File: src/include/cpu16_settings.svh
`ifndef CPU16_SETTINGS_SVH
`define CPU16_SETTINGS_SVH

`define CPU16_XLEN        16   // Data, PC and instruction width
`define CPU16_NREGS       16
`define CPU16_IMEM_DEPTH  64   // Words
`define CPU16_DMEM_DEPTH  32   // Words

`define CPU16_RIDX_W   $clog2(`CPU16_NREGS)
`define CPU16_IADDR_W  $clog2(`CPU16_IMEM_DEPTH)
`define CPU16_DADDR_W  $clog2(`CPU16_DMEM_DEPTH)

`endif

File: src/source/cpu16_pkg.sv
package cpu16_pkg;

    // Major opcode in bits 15:12
    typedef enum logic [3:0] {
        OP_ALU  = 4'h0,   // r1 = r1 op r2
        OP_ADDI = 4'h1,   // r1 = r1 + sext(imm8)
        OP_LW   = 4'h2,   // r1 = dmem[r2]
        OP_SW   = 4'h3,   // dmem[r2] = r1
        OP_BEQ  = 4'h4,   // Offset in func field
        OP_JMP  = 4'h5,   // PC relative, imm12
        OP_HALT = 4'hF
    } opcode_t;

    // ALU function in bits 3:0 of an ALU_R word
    typedef enum logic [3:0] {
        F_ADD = 4'h0,
        F_SUB = 4'h1,
        F_AND = 4'h2,
        F_OR  = 4'h3,
        F_XOR = 4'h4,
        F_SLL = 4'h5,
        F_SRL = 4'h6
    } alu_func_t;

    // Operand source picked by the hazard unit
    typedef enum logic [1:0] {
        FWD_RF = 2'd0,   // Register file
        FWD_EX = 2'd1,   // ALU result in execute
        FWD_WB = 2'd2    // Writeback register
    } fwd_sel_t;

    // Register form, also BEQ with the offset in func
    typedef struct packed {
        opcode_t    op;
        logic [3:0] r1;
        logic [3:0] r2;
        logic [3:0] func;
    } instr_r_t;

    typedef struct packed {
        opcode_t    op;
        logic [3:0] r1;
        logic [7:0] imm8;
    } instr_i_t;

    typedef struct packed {
        opcode_t     op;
        logic [11:0] imm12;
    } instr_j_t;

    typedef union packed {
        instr_r_t r;
        instr_i_t i;
        instr_j_t j;
    } instr_u;

endpackage

File: src/source/cpu16_regfile.sv
`include "cpu16_settings.svh"

module cpu16_regfile (
    input  logic                       clk,
    input  logic                       rst,
    input  logic [`CPU16_RIDX_W-1:0]   rs1_addr,
    input  logic [`CPU16_RIDX_W-1:0]   rs2_addr,
    input  logic                       we,
    input  logic [`CPU16_RIDX_W-1:0]   waddr,
    input  logic [`CPU16_XLEN-1:0]     wdata,
    output logic [`CPU16_XLEN-1:0]     rs1_data,
    output logic [`CPU16_XLEN-1:0]     rs2_data
);

    logic [`CPU16_XLEN-1:0] regs [0:`CPU16_NREGS-1];

    // All registers are general purpose, r0 included
    always_ff @(posedge clk or posedge rst) begin
        if (rst) begin
            for (int i = 0; i < `CPU16_NREGS; i++) begin
                regs[i] <= '0;
            end
        end else if (we) begin
            regs[waddr] <= wdata;   // Commit from writeback register
        end
    end

    // Old value on a same-cycle write
    // Hazard unit covers it with FWD_WB
    assign rs1_data = regs[rs1_addr];
    assign rs2_data = regs[rs2_addr];

endmodule

File: src/source/cpu16_hazard_unit.sv
`include "cpu16_settings.svh"

module cpu16_hazard_unit import cpu16_pkg::*; (
    input  logic [`CPU16_RIDX_W-1:0]   rs1_addr,
    input  logic [`CPU16_RIDX_W-1:0]   rs2_addr,
    input  logic                       uses_r2,
    input  logic                       ex_valid,
    input  logic [`CPU16_RIDX_W-1:0]   ex_rd,
    input  logic                       ex_writes,
    input  logic                       ex_is_load,
    input  logic                       wb_valid,
    input  logic [`CPU16_RIDX_W-1:0]   wb_addr,
    output fwd_sel_t                   fwd1,
    output fwd_sel_t                   fwd2,
    output logic                       stall
);

    logic ex_fwd_ok;   // Execute holds a usable ALU result
    logic load_hit1;
    logic load_hit2;

    // Loaded data only exists after the writeback register
    assign ex_fwd_ok = ex_valid && ex_writes && !ex_is_load;

    // Operand 1, youngest producer first
    always_comb begin
        if (ex_fwd_ok && (ex_rd == rs1_addr)) begin
            fwd1 = FWD_EX;
        end else if (wb_valid && (wb_addr == rs1_addr)) begin
            fwd1 = FWD_WB;   // Also covers the same-cycle RF write
        end else begin
            fwd1 = FWD_RF;
        end
    end

    // Operand 2, same priority
    always_comb begin
        if (ex_fwd_ok && (ex_rd == rs2_addr)) begin
            fwd2 = FWD_EX;
        end else if (wb_valid && (wb_addr == rs2_addr)) begin
            fwd2 = FWD_WB;
        end else begin
            fwd2 = FWD_RF;
        end
    end

    // Load-use, one bubble then FWD_WB picks the value up
    assign load_hit1 = (ex_rd == rs1_addr);
    assign load_hit2 = uses_r2 && (ex_rd == rs2_addr);
    assign stall     = ex_valid && ex_is_load && (load_hit1 || load_hit2);

endmodule

File: src/source/cpu16_decode_stage.sv
`include "cpu16_settings.svh"

module cpu16_decode_stage import cpu16_pkg::*; (
    input  logic                       clk,
    input  logic                       rst,
    input  logic                       run,
    input  logic                       imem_we,
    input  logic [`CPU16_IADDR_W-1:0]  imem_addr,
    input  logic [`CPU16_XLEN-1:0]     imem_wdata,
    input  logic [`CPU16_XLEN-1:0]     rs1_data,
    input  logic [`CPU16_XLEN-1:0]     rs2_data,
    input  fwd_sel_t                   fwd1,
    input  fwd_sel_t                   fwd2,
    input  logic                       stall,
    input  logic [`CPU16_XLEN-1:0]     ex_result,
    input  logic [`CPU16_XLEN-1:0]     wb_data,
    output logic [`CPU16_RIDX_W-1:0]   rs1_addr,
    output logic [`CPU16_RIDX_W-1:0]   rs2_addr,
    output logic                       uses_r2,
    output logic                       ex_valid,
    output opcode_t                    ex_op,
    output alu_func_t                  ex_func,
    output logic [`CPU16_RIDX_W-1:0]   ex_rd,
    output logic [`CPU16_XLEN-1:0]     ex_a,
    output logic [`CPU16_XLEN-1:0]     ex_b,
    output logic [`CPU16_XLEN-1:0]     ex_store_data,
    output logic                       halting
);

    logic [`CPU16_XLEN-1:0] imem [0:`CPU16_IMEM_DEPTH-1];
    logic [`CPU16_XLEN-1:0] pc;
    logic [`CPU16_XLEN-1:0] pc_next;
    instr_u                 ir;
    opcode_t                op;
    logic [`CPU16_XLEN-1:0] opnd1;
    logic [`CPU16_XLEN-1:0] opnd2;
    logic [`CPU16_XLEN-1:0] imm_sext;
    logic [`CPU16_XLEN-1:0] br_off;
    logic [`CPU16_XLEN-1:0] jmp_off;
    logic                   br_taken;
    logic                   issue;

    // Load port, only while the core is stopped
    always_ff @(posedge clk) begin
        if (imem_we && !run) begin
            imem[imem_addr] <= imem_wdata;
        end
    end

    assign ir = imem[pc[`CPU16_IADDR_W-1:0]];   // Async fetch
    assign op = ir.r.op;

    assign rs1_addr = ir.r.r1;
    assign rs2_addr = ir.r.r2;
    assign uses_r2  = (op == OP_ALU) || (op == OP_LW) || (op == OP_SW) || (op == OP_BEQ);

    // Operand 1 source
    always_comb begin
        case (fwd1)
            FWD_EX:  opnd1 = ex_result;
            FWD_WB:  opnd1 = wb_data;
            default: opnd1 = rs1_data;
        endcase
    end

    // Operand 2 source
    always_comb begin
        case (fwd2)
            FWD_EX:  opnd2 = ex_result;
            FWD_WB:  opnd2 = wb_data;
            default: opnd2 = rs2_data;
        endcase
    end

    // Immediates, all sign extended
    assign imm_sext = {{(`CPU16_XLEN-8){ir.i.imm8[7]}}, ir.i.imm8};
    assign br_off   = {{(`CPU16_XLEN-4){ir.r.func[3]}}, ir.r.func};
    assign jmp_off  = {{(`CPU16_XLEN-12){ir.j.imm12[11]}}, ir.j.imm12};

    assign br_taken = (op == OP_BEQ) && (opnd1 == opnd2);   // Forwarded compare

    // Targets are relative to the branch's own PC
    always_comb begin
        case (op)
            OP_BEQ:  pc_next = br_taken ? pc + br_off : pc + 1'b1;
            OP_JMP:  pc_next = pc + jmp_off;
            OP_HALT: pc_next = pc;   // Park on HALT
            default: pc_next = pc + 1'b1;
        endcase
    end

    assign issue = run && !halting && !stall;

    always_ff @(posedge clk or posedge rst) begin
        if (rst) begin
            pc       <= '0;
            halting  <= 1'b0;
            ex_valid <= 1'b0;
        end else begin
            ex_valid <= issue;   // Bubble when stalled, halted or idle
            if (issue) begin
                pc <= pc_next;
                if (op == OP_HALT) begin
                    halting <= 1'b1;   // Sticky until reset
                end
            end
        end
    end

    // Decode/execute pipeline register payload
    always_ff @(posedge clk) begin
        if (issue) begin
            ex_op         <= op;
            ex_func       <= alu_func_t'(ir.r.func);
            ex_rd         <= ir.r.r1;
            ex_a          <= opnd1;
            ex_b          <= (op == OP_ADDI) ? imm_sext : opnd2;   // LW/SW address in r2
            ex_store_data <= opnd1;
        end
    end

endmodule

File: src/source/cpu16_execute_stage.sv
`include "cpu16_settings.svh"

module cpu16_execute_stage import cpu16_pkg::*; (
    input  logic                       clk,
    input  logic                       rst,
    input  logic                       ex_valid,
    input  opcode_t                    ex_op,
    input  alu_func_t                  ex_func,
    input  logic [`CPU16_RIDX_W-1:0]   ex_rd,
    input  logic [`CPU16_XLEN-1:0]     ex_a,
    input  logic [`CPU16_XLEN-1:0]     ex_b,
    input  logic [`CPU16_XLEN-1:0]     ex_store_data,
    output logic [`CPU16_XLEN-1:0]     ex_result,
    output logic                       ex_writes,
    output logic                       ex_is_load,
    output logic                       wb_valid,
    output logic [`CPU16_RIDX_W-1:0]   wb_addr,
    output logic [`CPU16_XLEN-1:0]     wb_data,
    output logic                       halted
);

    localparam int SHW = $clog2(`CPU16_XLEN);   // Shift amount width

    logic [`CPU16_XLEN-1:0]    dmem [0:`CPU16_DMEM_DEPTH-1];
    logic [`CPU16_DADDR_W-1:0] daddr;
    logic [`CPU16_XLEN-1:0]    load_data;
    logic [`CPU16_XLEN-1:0]    alu_out;
    logic [SHW-1:0]            shamt;

    assign shamt = ex_b[SHW-1:0];

    // ALU, everything but ALU_R is an add
    always_comb begin
        if (ex_op == OP_ALU) begin
            case (ex_func)
                F_ADD:   alu_out = ex_a + ex_b;
                F_SUB:   alu_out = ex_a - ex_b;
                F_AND:   alu_out = ex_a & ex_b;
                F_OR:    alu_out = ex_a | ex_b;
                F_XOR:   alu_out = ex_a ^ ex_b;
                F_SLL:   alu_out = ex_a << shamt;
                F_SRL:   alu_out = ex_a >> shamt;   // Logical
                default: alu_out = '0;
            endcase
        end else begin
            alu_out = ex_a + ex_b;
        end
    end

    assign ex_result = alu_out;   // Forward path, not valid for loads

    // Qualified with ex_valid by the users
    assign ex_writes  = (ex_op == OP_ALU) || (ex_op == OP_ADDI) || (ex_op == OP_LW);
    assign ex_is_load = (ex_op == OP_LW);

    // Word addressed data memory
    assign daddr     = ex_b[`CPU16_DADDR_W-1:0];
    assign load_data = dmem[daddr];   // Async read

    always_ff @(posedge clk) begin
        if (ex_valid && (ex_op == OP_SW)) begin
            dmem[daddr] <= ex_store_data;
        end
    end

    // Writeback register control
    always_ff @(posedge clk or posedge rst) begin
        if (rst) begin
            wb_valid <= 1'b0;
            halted   <= 1'b0;
        end else begin
            wb_valid <= ex_valid && ex_writes;   // Non-writing ops retire silently
            if (ex_valid && (ex_op == OP_HALT)) begin
                halted <= 1'b1;
            end
        end
    end

    // Writeback payload
    always_ff @(posedge clk) begin
        if (ex_valid && ex_writes) begin
            wb_addr <= ex_rd;
            wb_data <= ex_is_load ? load_data : alu_out;
        end
    end

endmodule

File: src/source/cpu16_core.sv
`include "cpu16_settings.svh"

module cpu16_core import cpu16_pkg::*; (
    input  logic                       clk,
    input  logic                       rst,
    input  logic                       run,
    input  logic                       imem_we,
    input  logic [`CPU16_IADDR_W-1:0]  imem_addr,
    input  logic [`CPU16_XLEN-1:0]     imem_wdata,
    output logic                       wb_valid,
    output logic [`CPU16_RIDX_W-1:0]   wb_addr,
    output logic [`CPU16_XLEN-1:0]     wb_data,
    output logic                       halted
);

    logic [`CPU16_RIDX_W-1:0] rs1_addr;
    logic [`CPU16_RIDX_W-1:0] rs2_addr;
    logic [`CPU16_XLEN-1:0]   rs1_data;
    logic [`CPU16_XLEN-1:0]   rs2_data;
    logic                     uses_r2;
    fwd_sel_t                 fwd1;
    fwd_sel_t                 fwd2;
    logic                     stall;
    logic                     halting;   // Front end frozen after HALT

    // Decode/execute pipeline register
    logic                     ex_valid;
    opcode_t                  ex_op;
    alu_func_t                ex_func;
    logic [`CPU16_RIDX_W-1:0] ex_rd;
    logic [`CPU16_XLEN-1:0]   ex_a;
    logic [`CPU16_XLEN-1:0]   ex_b;
    logic [`CPU16_XLEN-1:0]   ex_store_data;

    logic [`CPU16_XLEN-1:0]   ex_result;
    logic                     ex_writes;
    logic                     ex_is_load;

    cpu16_decode_stage u_decode (
        .clk           (clk),
        .rst           (rst),
        .run           (run),
        .imem_we       (imem_we),
        .imem_addr     (imem_addr),
        .imem_wdata    (imem_wdata),
        .rs1_data      (rs1_data),
        .rs2_data      (rs2_data),
        .fwd1          (fwd1),
        .fwd2          (fwd2),
        .stall         (stall),
        .ex_result     (ex_result),
        .wb_data       (wb_data),
        .rs1_addr      (rs1_addr),
        .rs2_addr      (rs2_addr),
        .uses_r2       (uses_r2),
        .ex_valid      (ex_valid),
        .ex_op         (ex_op),
        .ex_func       (ex_func),
        .ex_rd         (ex_rd),
        .ex_a          (ex_a),
        .ex_b          (ex_b),
        .ex_store_data (ex_store_data),
        .halting       (halting)
    );

    cpu16_hazard_unit u_hazard (
        .rs1_addr   (rs1_addr),
        .rs2_addr   (rs2_addr),
        .uses_r2    (uses_r2),
        .ex_valid   (ex_valid),
        .ex_rd      (ex_rd),
        .ex_writes  (ex_writes),
        .ex_is_load (ex_is_load),
        .wb_valid   (wb_valid),
        .wb_addr    (wb_addr),
        .fwd1       (fwd1),
        .fwd2       (fwd2),
        .stall      (stall)
    );

    cpu16_execute_stage u_execute (
        .clk           (clk),
        .rst           (rst),
        .ex_valid      (ex_valid),
        .ex_op         (ex_op),
        .ex_func       (ex_func),
        .ex_rd         (ex_rd),
        .ex_a          (ex_a),
        .ex_b          (ex_b),
        .ex_store_data (ex_store_data),
        .ex_result     (ex_result),
        .ex_writes     (ex_writes),
        .ex_is_load    (ex_is_load),
        .wb_valid      (wb_valid),
        .wb_addr       (wb_addr),
        .wb_data       (wb_data),
        .halted        (halted)
    );

    // Written from the writeback register
    cpu16_regfile u_regfile (
        .clk      (clk),
        .rst      (rst),
        .rs1_addr (rs1_addr),
        .rs2_addr (rs2_addr),
        .we       (wb_valid),
        .waddr    (wb_addr),
        .wdata    (wb_data),
        .rs1_data (rs1_data),
        .rs2_data (rs2_data)
    );

endmodule

File: config.mk
export PLATFORM = sky130hd
export DESIGN_NAME = cpu16_core
export DESIGN_NICKNAME = d
export VERILOG_FILES = /design/src/source/cpu16_pkg.sv /design/src/source/cpu16_regfile.sv /design/src/source/cpu16_hazard_unit.sv /design/src/source/cpu16_decode_stage.sv /design/src/source/cpu16_execute_stage.sv /design/src/source/cpu16_core.sv
export VERILOG_INCLUDE_DIRS = /design/src /design/src/include
export SDC_FILE = /design/constraint.sdc
export NUM_CORES = 2
export LEC_CHECK = 0
export ABC_AREA = 1
export BUFFER_PORTS_ARGS = -buffer_cell sky130_fd_sc_hd__buf_4
export CORE_ASPECT_RATIO = 1.75
export CORE_UTILIZATION = 55
export DETAILED_ROUTE_END_ITERATION = 16
export GPL_TIMING_DRIVEN = 0
export MAX_ROUTING_LAYER = met4
export PLACE_DENSITY = 0.73
export SLEW_MARGIN = 25
export SYNTH_ARGS = -nofsm -noshare
export SYNTH_HDL_FRONTEND = slang
export SYNTH_SLANG_ARGS = --single-unit
File: constraint.sdc
create_clock -name clk -period 7.4 [get_ports clk]
set_input_delay 0.37 -clock clk [delete_from_list [all_inputs] [get_ports clk]]
set_output_delay 0.37 -clock clk [all_outputs]
set_load 0.02 [all_outputs]
* Yosys cells after proc, flatten, opt, wreduce, memory -nomap -nowiden *
Memory sizes are Yosys's and may differ from the RTL's. A register that Yosys moved wholly into a read port is not among the register bits.
Cells that the tools add are included.

storage, ports and cells
  register bits after elaboration = 340
  bits in latches = 0
  RAM bits = 1536
  ROM bits = 0
  input bits = 26
  output and inout port bits = 22
  logic and storage cells = 130
  memories = 2

memory list
  memory          depth  width  read ports  clocked after memory_dff  write ports  line                       source
  u_decode.imem   64     16     1           0                         1            cpu16_decode_stage.sv:30   logic [`CPU16_XLEN-1:0] imem [0:`CPU16_IMEM_DEPTH-1];
  u_execute.dmem  32     16     1           1                         1            cpu16_execute_stage.sv:24  logic [`CPU16_XLEN-1:0] dmem [0:`CPU16_DMEM_DEPTH-1];

cells by class
  add/sub/neg operators = 5
  multipliers = 0
  div/mod/pow operators = 0
  $lt $le $gt $ge = 4
  equality and inequality tests = 25
  shift-type cells = 2
  mux-type cells = 26
  bitwise operators = 7
  reductions and logical operators = 31

operators by type and width
  cell                     count
  $bwmux W256              1
  $mux W16                 9
  $bmux W16 S4             2
  $pmux W16 S7             1
  $demux W16 S4            1
  $pmux W16 S2             2
  $add A16 B16 Y16         3
  $pmux W16 S3             1
  $eq A4 B2 Y1 const B     6
  $eq A4 B3 Y1 const B     5
  $add A16 B1 Y16 const B  1
  $and A16 B16 Y16         1
  $eq A16 B16 Y1           1
  $eq A4 B4 Y1             4
  $logic_and A1 B1 Y1      16
  $or A16 B16 Y16          1
  $shl A16 B4 Y16          1
  $shr A16 B4 Y16          1
  $sub A16 B16 Y16         1
  $xor A16 B16 Y16         1
  $ge A5 B5 Y1 const B     3
  $not A4 Y5               3
  $eq A4 B1 Y1 const B     3
  $logic_not A4 Y1         3
  other kinds (11)         29

* Depth between registers and ports, before layout *
  word-level depth = 13
  mapped depth = 33
  mapped depth without buffers = 28

* Hierarchy *
A second synthesis with hierarchy kept.

second synthesis, totals
  cells, all modules = 8030
  area, all modules = 83831.7 µm²

by module, submodules not included
  module               instances  cells an instance  area each (µm²)  seq. area each (µm²)
  cpu16_decode_stage   1          3654               44426.4          32271.0
  cpu16_execute_stage  1          2073               24114.4          16025.4
  cpu16_regfile        1          2240               14989.4          6406.1
  cpu16_hazard_unit    1          63                 301.5            0.0

* Worst setup path after synthesis *
No wires, ideal clock.

  path type = reg2reg
  start = register u_decode.pc[0]
  end = register u_decode.pc[4]
  library setup time = 0.121 ns
  data arrival time = 4.056 ns
  required time = 7.279 ns
  setup slack = 3.223 ns
  stages on the path, launching flop included = 26
  buffers on the path = 9
  period minus slack after synthesis = 4.177 ns
  cell sequence = dfrtp_1 > buf_6 > inv_6 > buf_6 > buf_6 > buf_2 > buf_4 > buf_2 > buf_2 > nand2_1 > clkbuf_1 > clkbuf_1 > o221ai_1 > a21oi_1 > o21ai_0 > nand3_1 > nand3_1 > nand2_1 > ha_1 > fa_1 > a21oi_1 > o21ai_0 > xor2_1 > a21o_1 > nor2_1 > a21oi_1

RTL lines
  element                   line                       source
  start: declaration        cpu16_decode_stage.sv:31   logic [`CPU16_XLEN-1:0] pc;
  start signal: assignment  cpu16_decode_stage.sv:102  pc <= pc_next;

==> impl_metrics.csv <==
group,metric,value,unit
clocking,cts_num_sinks,1871,
critical_path,crit_type,"reg -> reg",
finish,finalNonFillerCells,10400,
synth,yosys.area.top_type,"edfxtp_1",
power,power_density,216,nW/µm²
global_routing,grtUsageTotal,0.488,
drt,firstDrtPassIters,6,
clocking,cts.clk_slew.worst_paths,0.07,ns
run_status,status,"finished clean",
finish,drive_gt1_frac,0.0934,
critical_path,endpoint_kind,"flop",
die,core_area,150000,µm²
timing,rsz0062_at_grt,"false",
synth,synth_ff_type,"edfxtp_1",
global_routing,grt_first_pass_wirelength,500000,µm
hold_path,hold_path_class,"in -> reg",
die,io_pins,48,
critical_path,arrival,7.90,ns
global_routing,grt_pass1_vias,68300,
critical_path,cp.required,8.17,ns
synth,synthCells,7883,
synth,synthArstFlopShare,0.142,
die,rows,188,
synth,yosysSeqAreaShare,0.659,
synth,synth_edf_count,1600,
placed_design,place.gp.congestion,1.05,
global_routing,gr-total-overflow,0,
placed_design,io_buffers,47,
drt,met3WireLength,41000,µm
critical_path,path_max_fanout,10,
synth,yosysMostFrequentCell,"nand2_1",
clocking,cts_setup_buffers,0,
timing,worst_pin_slew,1.26,ns
clocking,clk_path_buf_depth,3,
synth,synth_seq_cells,1871,
drt,ant_nets,0,
synth,netlist_top_cells_count,"nand2_1, edfxtp_1, nand3_1",
critical_path,start_kind,"flop",
timing,hold_viol_final,0,
synth,yosysWarnings,0,
drt,wl,363000,µm
clocking,cts_htree_levels,4,
drt,vias,70500,
power,ir_drop,0.316,mV
clocking,cts_tree,"built",
drt,met2_length,165000,µm
drt,m1WireLength,111000,µm
timing,max_freq,0.140,GHz
power,finalPower,20.7,mW
clocking,cts_resized,0,
drt,drt_iter0_markers,11100,
synth,syn_avg_cell_area,10.6,µm²
finish,finalNetCount,8325,
global_routing,grt_start_max_net_pins,65,
timing,slew_headroom,0.161,
drt,vias_per_cell,6.79,
finish,area_growth,14.9,%
timing,slew_violations,0,
run,drv_cap,0,
power,p_leak,33.6,nW
clocking,numCtsBuffers,165,
timing,finalCriticalPeriod,7.12,ns
timing,finalSetupTns,0,ns
die,initial_core_util,0.554,
die,die_area,153000,µm²
clocking,ctsHoldBuffers,2,
clocking,root_buffer,"clkbuf_16",
synth,synth_cell_type_count,59,
drt,drcViolationCount,0,
global_routing,antenna_found_initial,8,
synth,syn_area,83200,µm²
synth,synth_area_leaders,"edfxtp_1, dfrtp_1, nand2_1",
placed_design,hpwl,252000,µm
placed_design,dpl.cell_count,10100,
drt,wl_per_cell,35.0,µm
synth,yosysTopAreaCellShare,0.578,
timing,fin_skew,0.0478,ns
die,fp.dieW,296,µm
timing,finalSetupViolations,0,
synth,syn-num-nets,7970,
clocking,clk_latency,0.89,ns
timing,fin_crit_sh,0.963,
drt,top_layer,"met4",
die,fp.dieH,516,µm
==> through the flow <==
| step | setup WS, ns | area (µm²) | hold slack, ns | utilization |
|---|---|---|---|---|
| CTS | 0.552 | 95500 | 0.00100 | 0.636 |
| finish | 0.276 | 95500 | 0.0121 | 0.637 |
| floorplan | 3.22 | 83200 | 0.423 | - |
| detailed placement | 0.605 | 89900 | 0.398 | 0.599 |
| global placement | 0.605 | 86000 | 0.441 | 0.573 |
| global route | 0.133 | 95500 | 0.0252 | 0.637 |
==> state kept, by name (all words and copies together) (netlist names), 6 cells and up, named ones only <==
signal,flops
u_decode.ex_a,16
u_decode.ex_b,16
u_decode.imem,1024
u_decode.pc,6
u_execute.dmem,512
u_execute.wb_data,16
u_regfile.regs,256
==> routing by layer <==
layer,global-route usage,vias to the layer above
li1,-,28900
met1,0.504,33600
met2,0.738,5867
met3,0.120,2141
met4,0.506,0
met5,-,-
==> cell families (layout without fill, tap and decap cells) <==
logic type	after synthesis	in the layout	share of synthesized area
xor+xnor	12	12	0.00126
mux	8	8	0.000963
simple gates	3709	3709	0.189
flops	1871	1871	0.659
other cells	0	9	0
buf+inv	760	1251	0.0398
fa+ha+maj	61	61	0.00945
compound gates	1462	1462	0.101
==> placed cells by master, fill, tap and decap left out, types with 41 or more instances in the layout <==
| cell | instances |
|---|---|
| ha_1 | 58 |
| clkbuf_16 | 166 |
| clkbuf_1 | 332 |
| inv_1 | 195 |
| buf_2 | 123 |
| nand2_1 | 1757 |
| o211ai_1 | 43 |
| nor2_1 | 585 |
| dfrtp_1 | 266 |
| nor2_4 | 102 |
| nand3_1 | 1194 |
| edfxtp_1 | 1600 |
| buf_1 | 41 |
| o221ai_1 | 167 |
| buf_4 | 80 |
| o21ai_0 | 788 |
| o22ai_1 | 116 |
| buf_16 | 79 |
| a21oi_1 | 272 |
==> final cells by class <==
class | instances | area (µm²)
antenna | 9 | 22.5
buffer | 540 | 2510
clock buffer | 196 | 4310
clock inverter | 107 | 1230
fill | 11800 | 54500
inverter | 220 | 835
multi-input combinational | 5252 | 25800
sequential | 1871 | 54800
tap | 1995 | 2500
timing repair buffer | 188 | 3520
==> final timing paths <==
check                                 startpoint              endpoint  slack (ns)  depth (start not counted)
worst max-delay path              u_decode.pc[2]        u_decode.pc[5]        0.28                         24
worst min-delay path               imem_wdata[3]  u_decode.imem[10][3]        0.01                          1
worst max register to register    u_decode.pc[2]        u_decode.pc[5]        0.28                         24
worst min register to register  u_decode.halting      u_decode.halting        0.46                          2
max in group asynchronous                    rst   u_regfile.regs[115]        6.01                          8
min in group asynchronous                    rst    u_regfile.regs[18]        0.07                          3
==> critical path, stage by stage (launching register included) <==
cell and delay, ns:
dfrtp_1 0.38, buf_2 0.21, inv_1 0.19, buf_2 0.37, buf_1 0.72, clkbuf_1 0.50
clkbuf_1 0.53, clkbuf_1 0.58, buf_1 0.54, o221ai_1 0.25, a21oi_1 0.48, o21ai_0 0.15
nand3_1 0.11, nand3_1 0.11, nand2_1 0.39, ha_1 0.32, nand3_1 0.10, nand2_1 0.06
nand2_1 0.08, nand2_1 0.08, a21oi_1 0.15, xor2_1 0.09, o31ai_1 0.26, nor2_1 0.08
a21oi_1 0.28
==> power breakdown <==
part / internal, mW / switching (mW) / total, mW / leakage (nW)
combinational: 0.0419 / 0.184 / 0.226 / 13.1
clock: 4.85 / 4.19 / 9.04 / 2.70
sequential: 11.4 / 0.00571 / 11.4 / 17.8
Power figures use the tool's default switching activity.
